$ cat src/logic/bru_config.svh
// global sizing for the branch slice
// fixed RV32, so the address width is not meant to be changed
// reset pc must be word aligned; the pc checks rely on bits 1:0 being zero
// instruction step assumes no compressed (16-bit) instructions

`ifndef BRU_CONFIG_SVH
`define BRU_CONFIG_SVH

// instruction address width
`define BRU_ADDR_W 32

// fetch pc after reset
`define BRU_RESET_PC 32'h0000_0080

// sequential pc increment, one 32-bit word
`define BRU_INST_STEP 4

`endif
$ cat src/logic/bru_pkg.sv
// shared types for the branch slice
// widths come from bru_config.svh
// opcode list only covers what the decoder recognises, everything else
// counts as OPC_OTHER

`include "bru_config.svh"

package bru_pkg;

    // pc / operand word
    typedef logic [`BRU_ADDR_W-1:0] addr_t;

    // major opcodes, bits 6:0 of the instruction
    typedef enum logic [6:0] {
        OPC_BRANCH = 7'b1100011,
        OPC_JAL    = 7'b1101111,
        OPC_JALR   = 7'b1100111,
        OPC_FENCE  = 7'b0001111,
        OPC_OTHER  = 7'b0010011  // op-imm, used as the generic non-control class
    } opcode_e;

    // b-type layout, immediate scattered over two places
    typedef struct packed {
        logic       imm_12;     // sign bit
        logic [5:0] imm_10_5;
        logic [4:0] rs2;
        logic [4:0] rs1;
        logic [2:0] funct3;
        logic [3:0] imm_4_1;
        logic       imm_11;
        logic [6:0] opcode;
    } inst_b_t;

    // i-type layout
    // j-type reuses it: imm holds j[20|10:1|11], rs1/funct3 hold j[19:12]
    typedef struct packed {
        logic [11:0] imm;
        logic [4:0]  rs1;
        logic [2:0]  funct3;
        logic [4:0]  rd;
        logic [6:0]  opcode;
    } inst_ij_t;

    // one instruction word, two decodings
    typedef union packed {
        inst_b_t  b;
        inst_ij_t ij;
    } inst_u;

endpackage

$ cat src/logic/bru_stage.sv
// top of the branch slice: decode -> resolve -> pc register
// one instruction per cycle at the registered pc, no back-pressure
// jump_flag / jump_addr / misaligned are combinational, pc_o moves
// on the following rising edge

`timescale 1ns/1ps

module bru_stage (
    input  logic            clk,
    input  logic            rst_i,
    input  logic            instr_valid_i,    // one-cycle qualifier
    input  bru_pkg::inst_u  instr_i,
    input  bru_pkg::addr_t  rs1_i,
    input  bru_pkg::addr_t  rs2_i,
    input  logic            int_assert_i,
    input  bru_pkg::addr_t  int_addr_i,

    output bru_pkg::addr_t  pc_o,
    output logic            jump_flag_o,
    output bru_pkg::addr_t  jump_addr_o,
    output logic            misaligned_o
);

    // decoder to branch unit
    logic           req_bjp;
    logic           op_beq;
    logic           op_bne;
    logic           op_blt;
    logic           op_bltu;
    logic           op_bge;
    logic           op_bgeu;
    logic           op_jal;
    logic           op_jalr;
    logic           op_fence;
    bru_pkg::addr_t bjp_op1;
    bru_pkg::addr_t bjp_op2;
    bru_pkg::addr_t jump_op1;
    bru_pkg::addr_t jump_op2;
    logic           is_pred_branch;   // also feeds the sequencer
    bru_pkg::addr_t pred_target;

    bjp_decode u_decode (
        .instr_valid_i    (instr_valid_i),
        .instr_i          (instr_i),
        .pc_i             (pc_o),          // instruction sits at the current pc
        .rs1_i            (rs1_i),
        .rs2_i            (rs2_i),
        .req_bjp_o        (req_bjp),
        .op_beq_o         (op_beq),
        .op_bne_o         (op_bne),
        .op_blt_o         (op_blt),
        .op_bltu_o        (op_bltu),
        .op_bge_o         (op_bge),
        .op_bgeu_o        (op_bgeu),
        .op_jal_o         (op_jal),
        .op_jalr_o        (op_jalr),
        .op_fence_o       (op_fence),
        .bjp_op1_o        (bjp_op1),
        .bjp_op2_o        (bjp_op2),
        .jump_op1_o       (jump_op1),
        .jump_op2_o       (jump_op2),
        .is_pred_branch_o (is_pred_branch),
        .pred_target_o    (pred_target)
    );

    exu_bru u_bru (
        .req_bjp_i          (req_bjp),
        .op_beq_i           (op_beq),
        .op_bne_i           (op_bne),
        .op_blt_i           (op_blt),
        .op_bltu_i          (op_bltu),
        .op_bge_i           (op_bge),
        .op_bgeu_i          (op_bgeu),
        .op_jal_i           (op_jal),
        .op_jalr_i          (op_jalr),
        .bjp_op1_i          (bjp_op1),
        .bjp_op2_i          (bjp_op2),
        .jump_op1_i         (jump_op1),
        .jump_op2_i         (jump_op2),
        .is_pred_branch_i   (is_pred_branch),
        .sys_op_fence_i     (op_fence),
        .int_assert_i       (int_assert_i),
        .jump_flag_o        (jump_flag_o),
        .jump_addr_o        (jump_addr_o),
        .misaligned_fetch_o (misaligned_o)
    );

    pc_sequencer u_seq (
        .clk                (clk),
        .rst_i              (rst_i),
        .instr_valid_i      (instr_valid_i),
        .int_assert_i       (int_assert_i),
        .int_addr_i         (int_addr_i),
        .jump_flag_i        (jump_flag_o),
        .jump_addr_i        (jump_addr_o),
        .misaligned_fetch_i (misaligned_o),
        .is_pred_branch_i   (is_pred_branch),
        .pred_target_i      (pred_target),
        .pc_o               (pc_o)
    );

endmodule

$ cat src/logic/pc_sequencer.sv
// fetch pc register
// next pc picked by fixed priority: interrupt, misaligned hold, redirect,
// predicted target, sequential step, idle hold
// all select inputs are taken as already qualified by instr_valid_i
// except the sequential step, which checks it here
// synchronous active-high reset to BRU_RESET_PC

`timescale 1ns/1ps

`include "bru_config.svh"

module pc_sequencer (
    input  logic            clk,
    input  logic            rst_i,
    input  logic            instr_valid_i,
    input  logic            int_assert_i,
    input  bru_pkg::addr_t  int_addr_i,       // interrupt entry, word aligned
    input  logic            jump_flag_i,
    input  bru_pkg::addr_t  jump_addr_i,
    input  logic            misaligned_fetch_i,
    input  logic            is_pred_branch_i,
    input  bru_pkg::addr_t  pred_target_i,

    output bru_pkg::addr_t  pc_o
);

    bru_pkg::addr_t pc_q;
    bru_pkg::addr_t pc_next;

    // priority mux
    always_comb begin
        if (int_assert_i) begin
            pc_next = int_addr_i;           // interrupt wins over everything
        end else if (misaligned_fetch_i) begin
            pc_next = pc_q;                 // stay put, trap handling is elsewhere
        end else if (jump_flag_i) begin
            pc_next = jump_addr_i;          // redirect or rollback
        end else if (is_pred_branch_i) begin
            pc_next = pred_target_i;        // backward branch, go early
        end else if (instr_valid_i) begin
            pc_next = pc_q + bru_pkg::addr_t'(`BRU_INST_STEP);
        end else begin
            pc_next = pc_q;                 // no instruction, no move
        end
    end

    always_ff @(posedge clk) begin
        if (rst_i) begin
            pc_q <= `BRU_RESET_PC;
        end else begin
            pc_q <= pc_next;
        end
    end

    assign pc_o = pc_q;

endmodule

$ cat src/logic/exu_bru.sv
// branch resolution, purely combinational
// jump_op1/op2 arrive already selected by the decoder (pc or rs1, offset)
// a rollback reuses the target adder with +4, so jump_op1 must be the pc
// for branches
// jump_flag is masked by a misaligned target and by a pending interrupt;
// misaligned_fetch itself is not masked by the interrupt

`timescale 1ns/1ps

`include "bru_config.svh"

module exu_bru (
    input  logic            req_bjp_i,
    input  logic            op_beq_i,
    input  logic            op_bne_i,
    input  logic            op_blt_i,
    input  logic            op_bltu_i,
    input  logic            op_bge_i,
    input  logic            op_bgeu_i,
    input  logic            op_jal_i,
    input  logic            op_jalr_i,
    input  bru_pkg::addr_t  bjp_op1_i,
    input  bru_pkg::addr_t  bjp_op2_i,
    input  bru_pkg::addr_t  jump_op1_i,
    input  bru_pkg::addr_t  jump_op2_i,
    input  logic            is_pred_branch_i,  // front end already went to target
    input  logic            sys_op_fence_i,
    input  logic            int_assert_i,

    output logic            jump_flag_o,
    output bru_pkg::addr_t  jump_addr_o,
    output logic            misaligned_fetch_o
);

    logic           eq;
    logic           lt_s;
    logic           lt_u;
    logic           taken;       // real outcome incl. unconditional jumps
    logic           rollback;    // predicted taken, actually not
    logic           jump_raw;
    bru_pkg::addr_t add_b;
    bru_pkg::addr_t sum;

    // compares on the register operands
    assign eq   = (bjp_op1_i == bjp_op2_i);
    assign lt_s = $signed(bjp_op1_i) < $signed(bjp_op2_i);
    assign lt_u = bjp_op1_i < bjp_op2_i;

    always_comb begin
        taken = 1'b0;
        if (req_bjp_i) begin
            taken = (op_beq_i  &  eq)   |
                    (op_bne_i  & ~eq)   |
                    (op_blt_i  &  lt_s) |
                    (op_bge_i  & ~lt_s) |
                    (op_bltu_i &  lt_u) |
                    (op_bgeu_i & ~lt_u) |
                    op_jal_i | op_jalr_i;
        end
    end

    assign rollback = req_bjp_i & is_pred_branch_i & ~taken;

    // one adder, swapped to +4 when undoing a prediction
    assign add_b = rollback ? bru_pkg::addr_t'(`BRU_INST_STEP) : jump_op2_i;
    assign sum   = jump_op1_i + add_b;

    // jalr drops bit 0 per spec
    assign jump_addr_o = op_jalr_i ? (sum & ~bru_pkg::addr_t'(1)) : sum;

    // predicted-and-taken needs no redirect
    assign jump_raw = (taken & ~is_pred_branch_i) | sys_op_fence_i | rollback;

    // any taken transfer to a non-word address, predicted ones included
    assign misaligned_fetch_o = (jump_addr_o[1:0] != 2'b00) & (jump_raw | taken);

    assign jump_flag_o = jump_raw & ~misaligned_fetch_o & ~int_assert_i;

endmodule

$ cat src/logic/bjp_decode.sv
// branch / jump predecode for one instruction per cycle
// all outputs are combinational from the current pc and operands
// only beq/bne/blt/bge/bltu/bgeu, jal, jalr and fence are recognised;
// illegal branch funct3 values raise no strobe at all
// static prediction: backward branches taken, forward not taken

`timescale 1ns/1ps

`include "bru_config.svh"

module bjp_decode (
    input  logic            instr_valid_i,
    input  bru_pkg::inst_u  instr_i,
    input  bru_pkg::addr_t  pc_i,
    input  bru_pkg::addr_t  rs1_i,
    input  bru_pkg::addr_t  rs2_i,

    output logic            req_bjp_o,       // branch, jal or jalr this cycle
    output logic            op_beq_o,
    output logic            op_bne_o,
    output logic            op_blt_o,
    output logic            op_bltu_o,
    output logic            op_bge_o,
    output logic            op_bgeu_o,
    output logic            op_jal_o,
    output logic            op_jalr_o,
    output logic            op_fence_o,
    output bru_pkg::addr_t  bjp_op1_o,       // compare operands
    output bru_pkg::addr_t  bjp_op2_o,
    output bru_pkg::addr_t  jump_op1_o,      // target adder operands
    output bru_pkg::addr_t  jump_op2_o,
    output logic            is_pred_branch_o,
    output bru_pkg::addr_t  pred_target_o
);

    bru_pkg::opcode_e opc;
    bru_pkg::addr_t   imm_b;       // sign-extended branch offset
    bru_pkg::addr_t   imm_i;       // jalr offset
    bru_pkg::addr_t   imm_j;       // jal offset
    logic             is_branch;
    logic             is_jal;
    logic             is_jalr;
    logic             is_fence;
    logic             f3_legal;
    logic             br_ok;       // valid branch with a known condition
    logic [2:0]       f3;

    assign opc = bru_pkg::opcode_e'(instr_i.b.opcode);
    assign f3  = instr_i.b.funct3;

    // b view, offset bit 0 always zero
    assign imm_b = {{(`BRU_ADDR_W-13){instr_i.b.imm_12}},
                    instr_i.b.imm_12,
                    instr_i.b.imm_11,
                    instr_i.b.imm_10_5,
                    instr_i.b.imm_4_1,
                    1'b0};

    // ij view, plain 12-bit immediate
    assign imm_i = {{(`BRU_ADDR_W-12){instr_i.ij.imm[11]}}, instr_i.ij.imm};

    // ij view again, j-type bits shuffled back into order
    assign imm_j = {{(`BRU_ADDR_W-21){instr_i.ij.imm[11]}},
                    instr_i.ij.imm[11],     // j[20]
                    instr_i.ij.rs1,         // j[19:15]
                    instr_i.ij.funct3,      // j[14:12]
                    instr_i.ij.imm[0],      // j[11]
                    instr_i.ij.imm[10:1],   // j[10:1]
                    1'b0};

    // opcode class, nothing without the valid strobe
    always_comb begin
        is_branch = 1'b0;
        is_jal    = 1'b0;
        is_jalr   = 1'b0;
        is_fence  = 1'b0;
        if (instr_valid_i) begin
            case (opc)
                bru_pkg::OPC_BRANCH: is_branch = 1'b1;
                bru_pkg::OPC_JAL:    is_jal    = 1'b1;
                bru_pkg::OPC_JALR:   is_jalr   = 1'b1;
                bru_pkg::OPC_FENCE:  is_fence  = 1'b1;
                default:             ;  // OPC_OTHER and the rest fall through
            endcase
        end
    end

    // funct3 010 / 011 are not branches
    assign f3_legal = (f3 != 3'b010) && (f3 != 3'b011);
    assign br_ok    = is_branch & f3_legal;

    // one-hot strobes
    assign op_beq_o   = br_ok & (f3 == 3'b000);
    assign op_bne_o   = br_ok & (f3 == 3'b001);
    assign op_blt_o   = br_ok & (f3 == 3'b100);
    assign op_bge_o   = br_ok & (f3 == 3'b101);
    assign op_bltu_o  = br_ok & (f3 == 3'b110);
    assign op_bgeu_o  = br_ok & (f3 == 3'b111);
    assign op_jal_o   = is_jal;
    assign op_jalr_o  = is_jalr;
    assign op_fence_o = is_fence;

    assign req_bjp_o = br_ok | is_jal | is_jalr;

    assign bjp_op1_o = rs1_i;
    assign bjp_op2_o = rs2_i;

    // target adder inputs, default pc + 4 covers fence
    always_comb begin
        jump_op1_o = pc_i;
        jump_op2_o = bru_pkg::addr_t'(`BRU_INST_STEP);
        if (is_jalr) begin
            jump_op1_o = rs1_i;   // register relative
            jump_op2_o = imm_i;
        end else if (br_ok) begin
            jump_op2_o = imm_b;
        end else if (is_jal) begin
            jump_op2_o = imm_j;
        end
    end

    // backward offset -> predict taken
    assign is_pred_branch_o = br_ok & imm_b[`BRU_ADDR_W-1];
    assign pred_target_o    = pc_i + imm_b;  // only meaningful when predicted

endmodule

$ cat config.mk
export PLATFORM = sky130hd
export DESIGN_NAME = bru_stage
export DESIGN_NICKNAME = d
export VERILOG_FILES = /design/src/logic/bru_pkg.sv /design/src/logic/bru_stage.sv /design/src/logic/pc_sequencer.sv /design/src/logic/exu_bru.sv /design/src/logic/bjp_decode.sv
export VERILOG_INCLUDE_DIRS = /design/src /design/src/logic
export SDC_FILE = /design/constraint.sdc
export NUM_CORES = 1
export LEC_CHECK = 0
export ABC_AREA = 1
export BUFFER_PORTS_ARGS = -buffer_cell sky130_fd_sc_hd__buf_2
export CAP_MARGIN = 20
export CELL_PAD_IN_SITES_DETAIL_PLACEMENT = 1
export CELL_PAD_IN_SITES_GLOBAL_PLACEMENT = 2
export CORE_UTILIZATION = 25
export DETAILED_ROUTE_END_ITERATION = 10
export PLACE_DENSITY = 0.76
export SYNTH_ARGS = -nofsm -noshare
export SYNTH_HDL_FRONTEND = slang
export SYNTH_SLANG_ARGS = --single-unit
$ cat constraint.sdc
create_clock -name clk -period 6.7 [get_ports clk]
set_clock_uncertainty 0.05 [all_clocks]
set_input_delay 1.34 -clock clk [delete_from_list [all_inputs] [get_ports clk]]
set_output_delay 1.34 -clock clk [all_outputs]
set_load 0.02 [all_outputs]
# Word-level counts from Yosys, hierarchy flattened
# Cells that the tools add are included.
# totals
regBits	32
in_bits	132
# classes
addsub	3
magnitude_cmp	2
eq_ne	13
mux	20
bitwise	39
n_reduce_logical	5
# ops
cell	n
$mux W32	10
$add A32 B32 Y32	2
$lt A32 B32 Y1	2
$add A32 B3 Y32 const B	1
$eq A32 B32 Y1	1
$eq A7 B7 Y1 const B	3
$and A1 B1 Y1	20
$eq A3 B3 Y1 const B	4
$or A1 B1 Y1	12
$mux W1	10
$eq A7 B4 Y1 const B	1
$not A1 Y1	7
$ne A3 B2 Y1 const B	2
$reduce_bool A4 Y1	1
$eq A3 B1 Y1 const B	1
$logic_not A3 Y1	1
$ne A2 B2 Y1 const B	1
$reduce_and A2 Y1	1
$reduce_bool A2 Y1	1
$logic_and A1 B1 Y1	1

# Longest topological paths before layout
# depth
word_depth	27
depth_mapped	38
depth_no_buf	37

# By module
# Synthesis repeated with hierarchy kept, for this count alone.
# unflattened
cells_unflattened	1687
area_unflattened_um2	9067.4
# modules_own_cells
module	n_inst	cells_each	area_each_um2
bjp_decode	1	719	3547.2
exu_bru	1	485	2803.9
pc_sequencer	1	483	2716.4

# Worst setup path after synthesis
# OpenSTA, ideal clock, no wires.
# synth_path
kind	input -> output
startpoint	in rs2_i[31]
endpoint	out jump_addr_o[31]
arrival_time_ns	4.850
required_time_ns	5.310
slack_ns	0.460
cell_stages	25
cell_sequence	inv_1 ha_1 nand2_2 nor2_2 nand2_2 nor2_4 nand3_1 nand3_1 nand2_1 inv_2 nand2_2 nor2_4 nand4_1 a21oi_1 a21o_1 inv_1 ha_1 a21oi_1 o21ai_0 a21oi_1 nor2_1 a2111oi_0 nand3_1 nand2_1 xor2_1
# synth_between
elab_chain_cells	15
# synth_lines
item	line_no	text
start, declared	bru_stage.sv:14	input bru_pkg::addr_t rs2_i,
parallel branches: the longest is 7 deep, another holds $lt A32 B32 Y1	-	
$or A1 B1 Y1 *	exu_bru.sv:56	(op_bltu_i & lt_u) |
$or A1 B1 Y1 *	exu_bru.sv:57	(op_bgeu_i & ~lt_u) |
$or A1 B1 Y1 *	exu_bru.sv:58	op_jal_i | op_jalr_i;
$mux W1 *	exu_bru.sv:51	if (req_bjp_i) begin
$not A1 Y1 *	exu_bru.sv:62	assign rollback = req_bjp_i & is_pred_branch_i & ~taken;
$and A1 B1 Y1 *	exu_bru.sv:62	
$mux W32 *	exu_bru.sv:65	assign add_b = rollback ? bru_pkg::addr_t'(`BRU_INST_STEP) : jump_op2_i;
$add A32 B32 Y32 *	exu_bru.sv:66	assign sum = jump_op1_i + add_b;
end, declared	bru_stage.sv:20	output bru_pkg::addr_t jump_addr_o,
# Every way passes the cells marked *.

# Final worst setup path
# layout_path
startpoint	in rs2_i[19]
endpoint	out jump_addr_o[19]
# The elaborated chain is that of the path after synthesis.

==> results.py <==
metrics = {
    "global_route": {
        "gr-usage-all-layers_pct": 23.3,
        "grt_max_degree": 36,
        "grt_overflow_total": 0,
        "grt_pass1_wl_um": 58900,
        "antenna_found_initial": 1,
        "grt_pass1_vias": 10600,
    },
    "final_layout": {
        "layout_commonest_cell": "nand2_1",
        "drive_gt1_share_pct": 25.4,
        "finalNetCount": 1881,
        "largest_reg_flops": 32,
        "fillCellCount": 4247,
        "final_cell_mix": "nand2_1 (315), buf_2 (195), inv_1 (175)",
        "area_growth_pct": 32.1,
        "utilization_pct": 33.5,
    },
    "synth": {
        "syn_area_mm2": 0.00801,
        "synth.distinct_cells": 54,
        "synth_ff_type": "dfxtp_1",
        "async_flop_share_pct": 0,
        "yosysTopAreaCell": "nand2_1",
        "synth_nets": 1629,
        "postSynthCellCount": 1401,
        "synth_seq_area_share_pct": 8.00,
        "synthTopCellsByArea": "nand2_1 (15%), ha_1 (15%), inv_1 (8.6%)",
        "synth.yosys.warnings": 0,
        "ys_seq_elements": 32,
        "synth_edf_count": 0,
        "synth_top_cell_area_share_pct": 15.5,
        "syn_avg_cell_area_um2": 5.71,
    },
    "floorplan": {
        "die_h_um": 181,
        "core_region_area_mm2": 0.0316,
        "io_pins": 198,
        "start_util_pct": 25.4,
        "dieArea_mm2": 0.0327,
        "rows": 65,
        "die_w_um": 181,
    },
    "timing": {
        "tightest_slew_ns": 0.896,
        "layout_min_cycle_time_ns": 6.56,
        "fin_hold_ws_ns": 0.469,
        "hold_violations": 0,
        "setup_violations": 0,
        "rsz0062_at_grt": "yes",
        "relSlewSlack_pct": 40.2,
        "drv_slew": 0,
        "period_share_pct": 97.9,
        "fmax_mhz": 153,
    },
    "status": {
        "status": "finished clean",
    },
    "power_and_ir_drop": {
        "pwr_density_cell_mw_per_mm2": 105,
        "pwr-share-clk_pct": 22.2,
        "combPwrFrac_pct": 56.0,
        "p_leak_nw": 5.49,
        "internal_power_w": 0.000588,
        "seq_power_share_pct": 21.8,
        "switching_share_pct": 47.0,
        "p_switching_w": 0.000521,
        "peakVddDrop_uv": 71.0,
    },
    "setup_path": {
        "cpMostUsedCell": "nand2_2",
        "crit_family": "compound AO/OA/AOI/OAI gates",
        "critPathLaunchType": "primary input",
        "cp.required_ns": 5.31,
        "critPathMaxStageDelay_ns": 0.28,
        "worst-path-buf-inv": 6,
        "rr_endpoint": "u_seq.pc_o[19]$_SDFFE_PP0P_",
        "crit_path_end_kind": "primary output",
        "regToRegSetupSlack_ns": 3.09,
        "critPathKind": "in -> out",
        "worstRegToRegCells": 18,
        "cp_slowest_cell": "ha_1",
        "critPathArrivalTime_ns": 5.17,
        "cp_max_fo": 4,
        "crit_cells": 26,
        "r2r-start": "u_seq.pc_o[2]$_SDFFE_PP0P_",
    },
    "place": {
        "routabilityCongestion": 0.912,
        "io_buffers": 197,
        "dp_hpwl_um": 33300,
    },
    "routing": {
        "vias_per_cell": 5.04,
        "postRouteAntennaNets": 0,
        "first_iter_violations": 437,
        "first_pass_iters": 5,
        "dr_total_vias": 10400,
        "routed_wl_um": 39400,
        "drc_errors": 0,
        "wire_per_inst_um": 19.1,
    },
    "clocking": {
        "clk_path_buf_depth": 2,
        "cts_num_sinks": 32,
        "cts_hold_buffers": 0,
        "cts_made_buffers": 5,
        "cts_tree": "built",
        "clk_latency_ns": 0.30,
        "root_buffer": "clkbuf_16",
        "h-tree-depth": 2,
        "path_clk_slew_ns": 0.06,
    },
    "hold_path": {
        "hp-start": "u_seq.pc_o[0]$_SDFFE_PP0P_",
        "hold_depth": 2,
        "hold_path_class": "reg -> reg",
        "hold_path_end": "u_seq.pc_o[0]$_SDFFE_PP0P_",
    },
    "flow_run": {
        "drv_cap": 0,
    },
}
worst min-delay path: cells and delay by family (launching register included):
kind / cells / cell delay (ns)
AOI/OAI and AO/OA: 1 / 0.06
DFF: 1 / 0.34
and+or+nand+nor: 1 / 0.07
metal layers:
layer | vias to the layer above | GRT usage, % | part of all wire [%]
met3 | 62 | 2.40 | 4.3
li1 | 5178 | - | -
met5 | - | 0 | 0
met2 | 237 | 40.0 | 47
met4 | 0 | 9.86 | 3.5
met1 | 4881 | 29.6 | 45
repair_timing:
action | CTS | global route
setup buffers | 2 | 9
endpoints found under the hold margin | 0 | 0
setup endpoints to repair | 5 | 18
pin swaps | 2 | 27
cloned | 0 | 0
gates resized for setup | 10 | 85
metrics by stage:
stage	cell area [um2]	worst slack [ns]	cells	TNS, ns	power, W
after floorplan	8010	0.460	1401	0	0.000588
after global placement	9860	-0.0570	2037	-0.0570	0.000814
after detailed placement	9860	-0.203	2037	-0.401	0.000826
after CTS	10100	0.00557	2047	0	0.00108
after global routing	10600	-0.0966	2057	-0.429	0.00119
final	10600	0.144	2057	0	0.00111
logic make-up (layout without fill, tap and decap cells):
logic type | count (synthesis) | count (layout) | synth area share, %
buffers and inverters | 228 | 481 | 11.5
xor gates and xnor gates | 56 | 56 | 6.13
DFF | 32 | 32 | 8.00
other | 0 | 1 | 0
and+or+nand+nor | 688 | 688 | 38.3
AOI/OAI and AO/OA | 301 | 301 | 20.8
adders and majority gates | 96 | 96 | 15.2
how the worst max path moves through the flow:
stage,startpoint,end,slack (ns)
finish,rs2_i[19],jump_addr_o[19],0.14
global placement,rs1_i[25],jump_addr_o[31],-0.06
CTS,rs1_i[19],jump_addr_o[31],0.006
detailed placement,rs1_i[19],jump_addr_o[31],-0.20
floorplan,rs2_i[31],jump_addr_o[31],0.46
global route,rs2_i[19],jump_addr_o[31],-0.1
cells in the mapped netlist, types with 3 or more instances:
cell type,instances
a221oi_1,4
a21boi_0,3
nor3_1,21
a21o_1,18
nand3_1,109
nor4_1,5
a31oi_1,8
o21bai_1,5
nand4_1,30
o31ai_1,5
inv_1,183
o21a_1,3
buf_2,3
or2_2,8
nor2_2,5
buf_6,3
ha_1,94
clkbuf_1,20
buf_4,5
nand3b_1,5
dfxtp_1,32
xor2_1,37
o21ai_1,6
a22o_1,3
o21ai_0,123
inv_2,6
nand2_2,15
buf_1,4
nand2_1,330
a21oi_1,110
nor2_1,146
xnor2_1,19
cell type report:
class	instances	area, um2	share of cell area [%]
Inverter	192	723	6.84
Sequential cell	32	641	6.05
Clock buffer	8	146	1.38
Timing Repair Buffer	281	1640	15.5
Antenna cell	1	2.50	0.0237
Multi-Input combinational cell	1141	6930	65.5
Tap cell	402	503	4.75
power by group through the flow:
stage               registers, W  logic [W]  clock network, W
global route            0.000245   0.000688          0.000254
global placement        0.000245   0.000568                 0
CTS                     0.000242   0.000587          0.000249
floorplan               0.000247   0.000341                 0
finish                  0.000242   0.000622          0.000246
detailed placement      0.000246   0.000580                 0
Power figures use the tool's default switching activity.
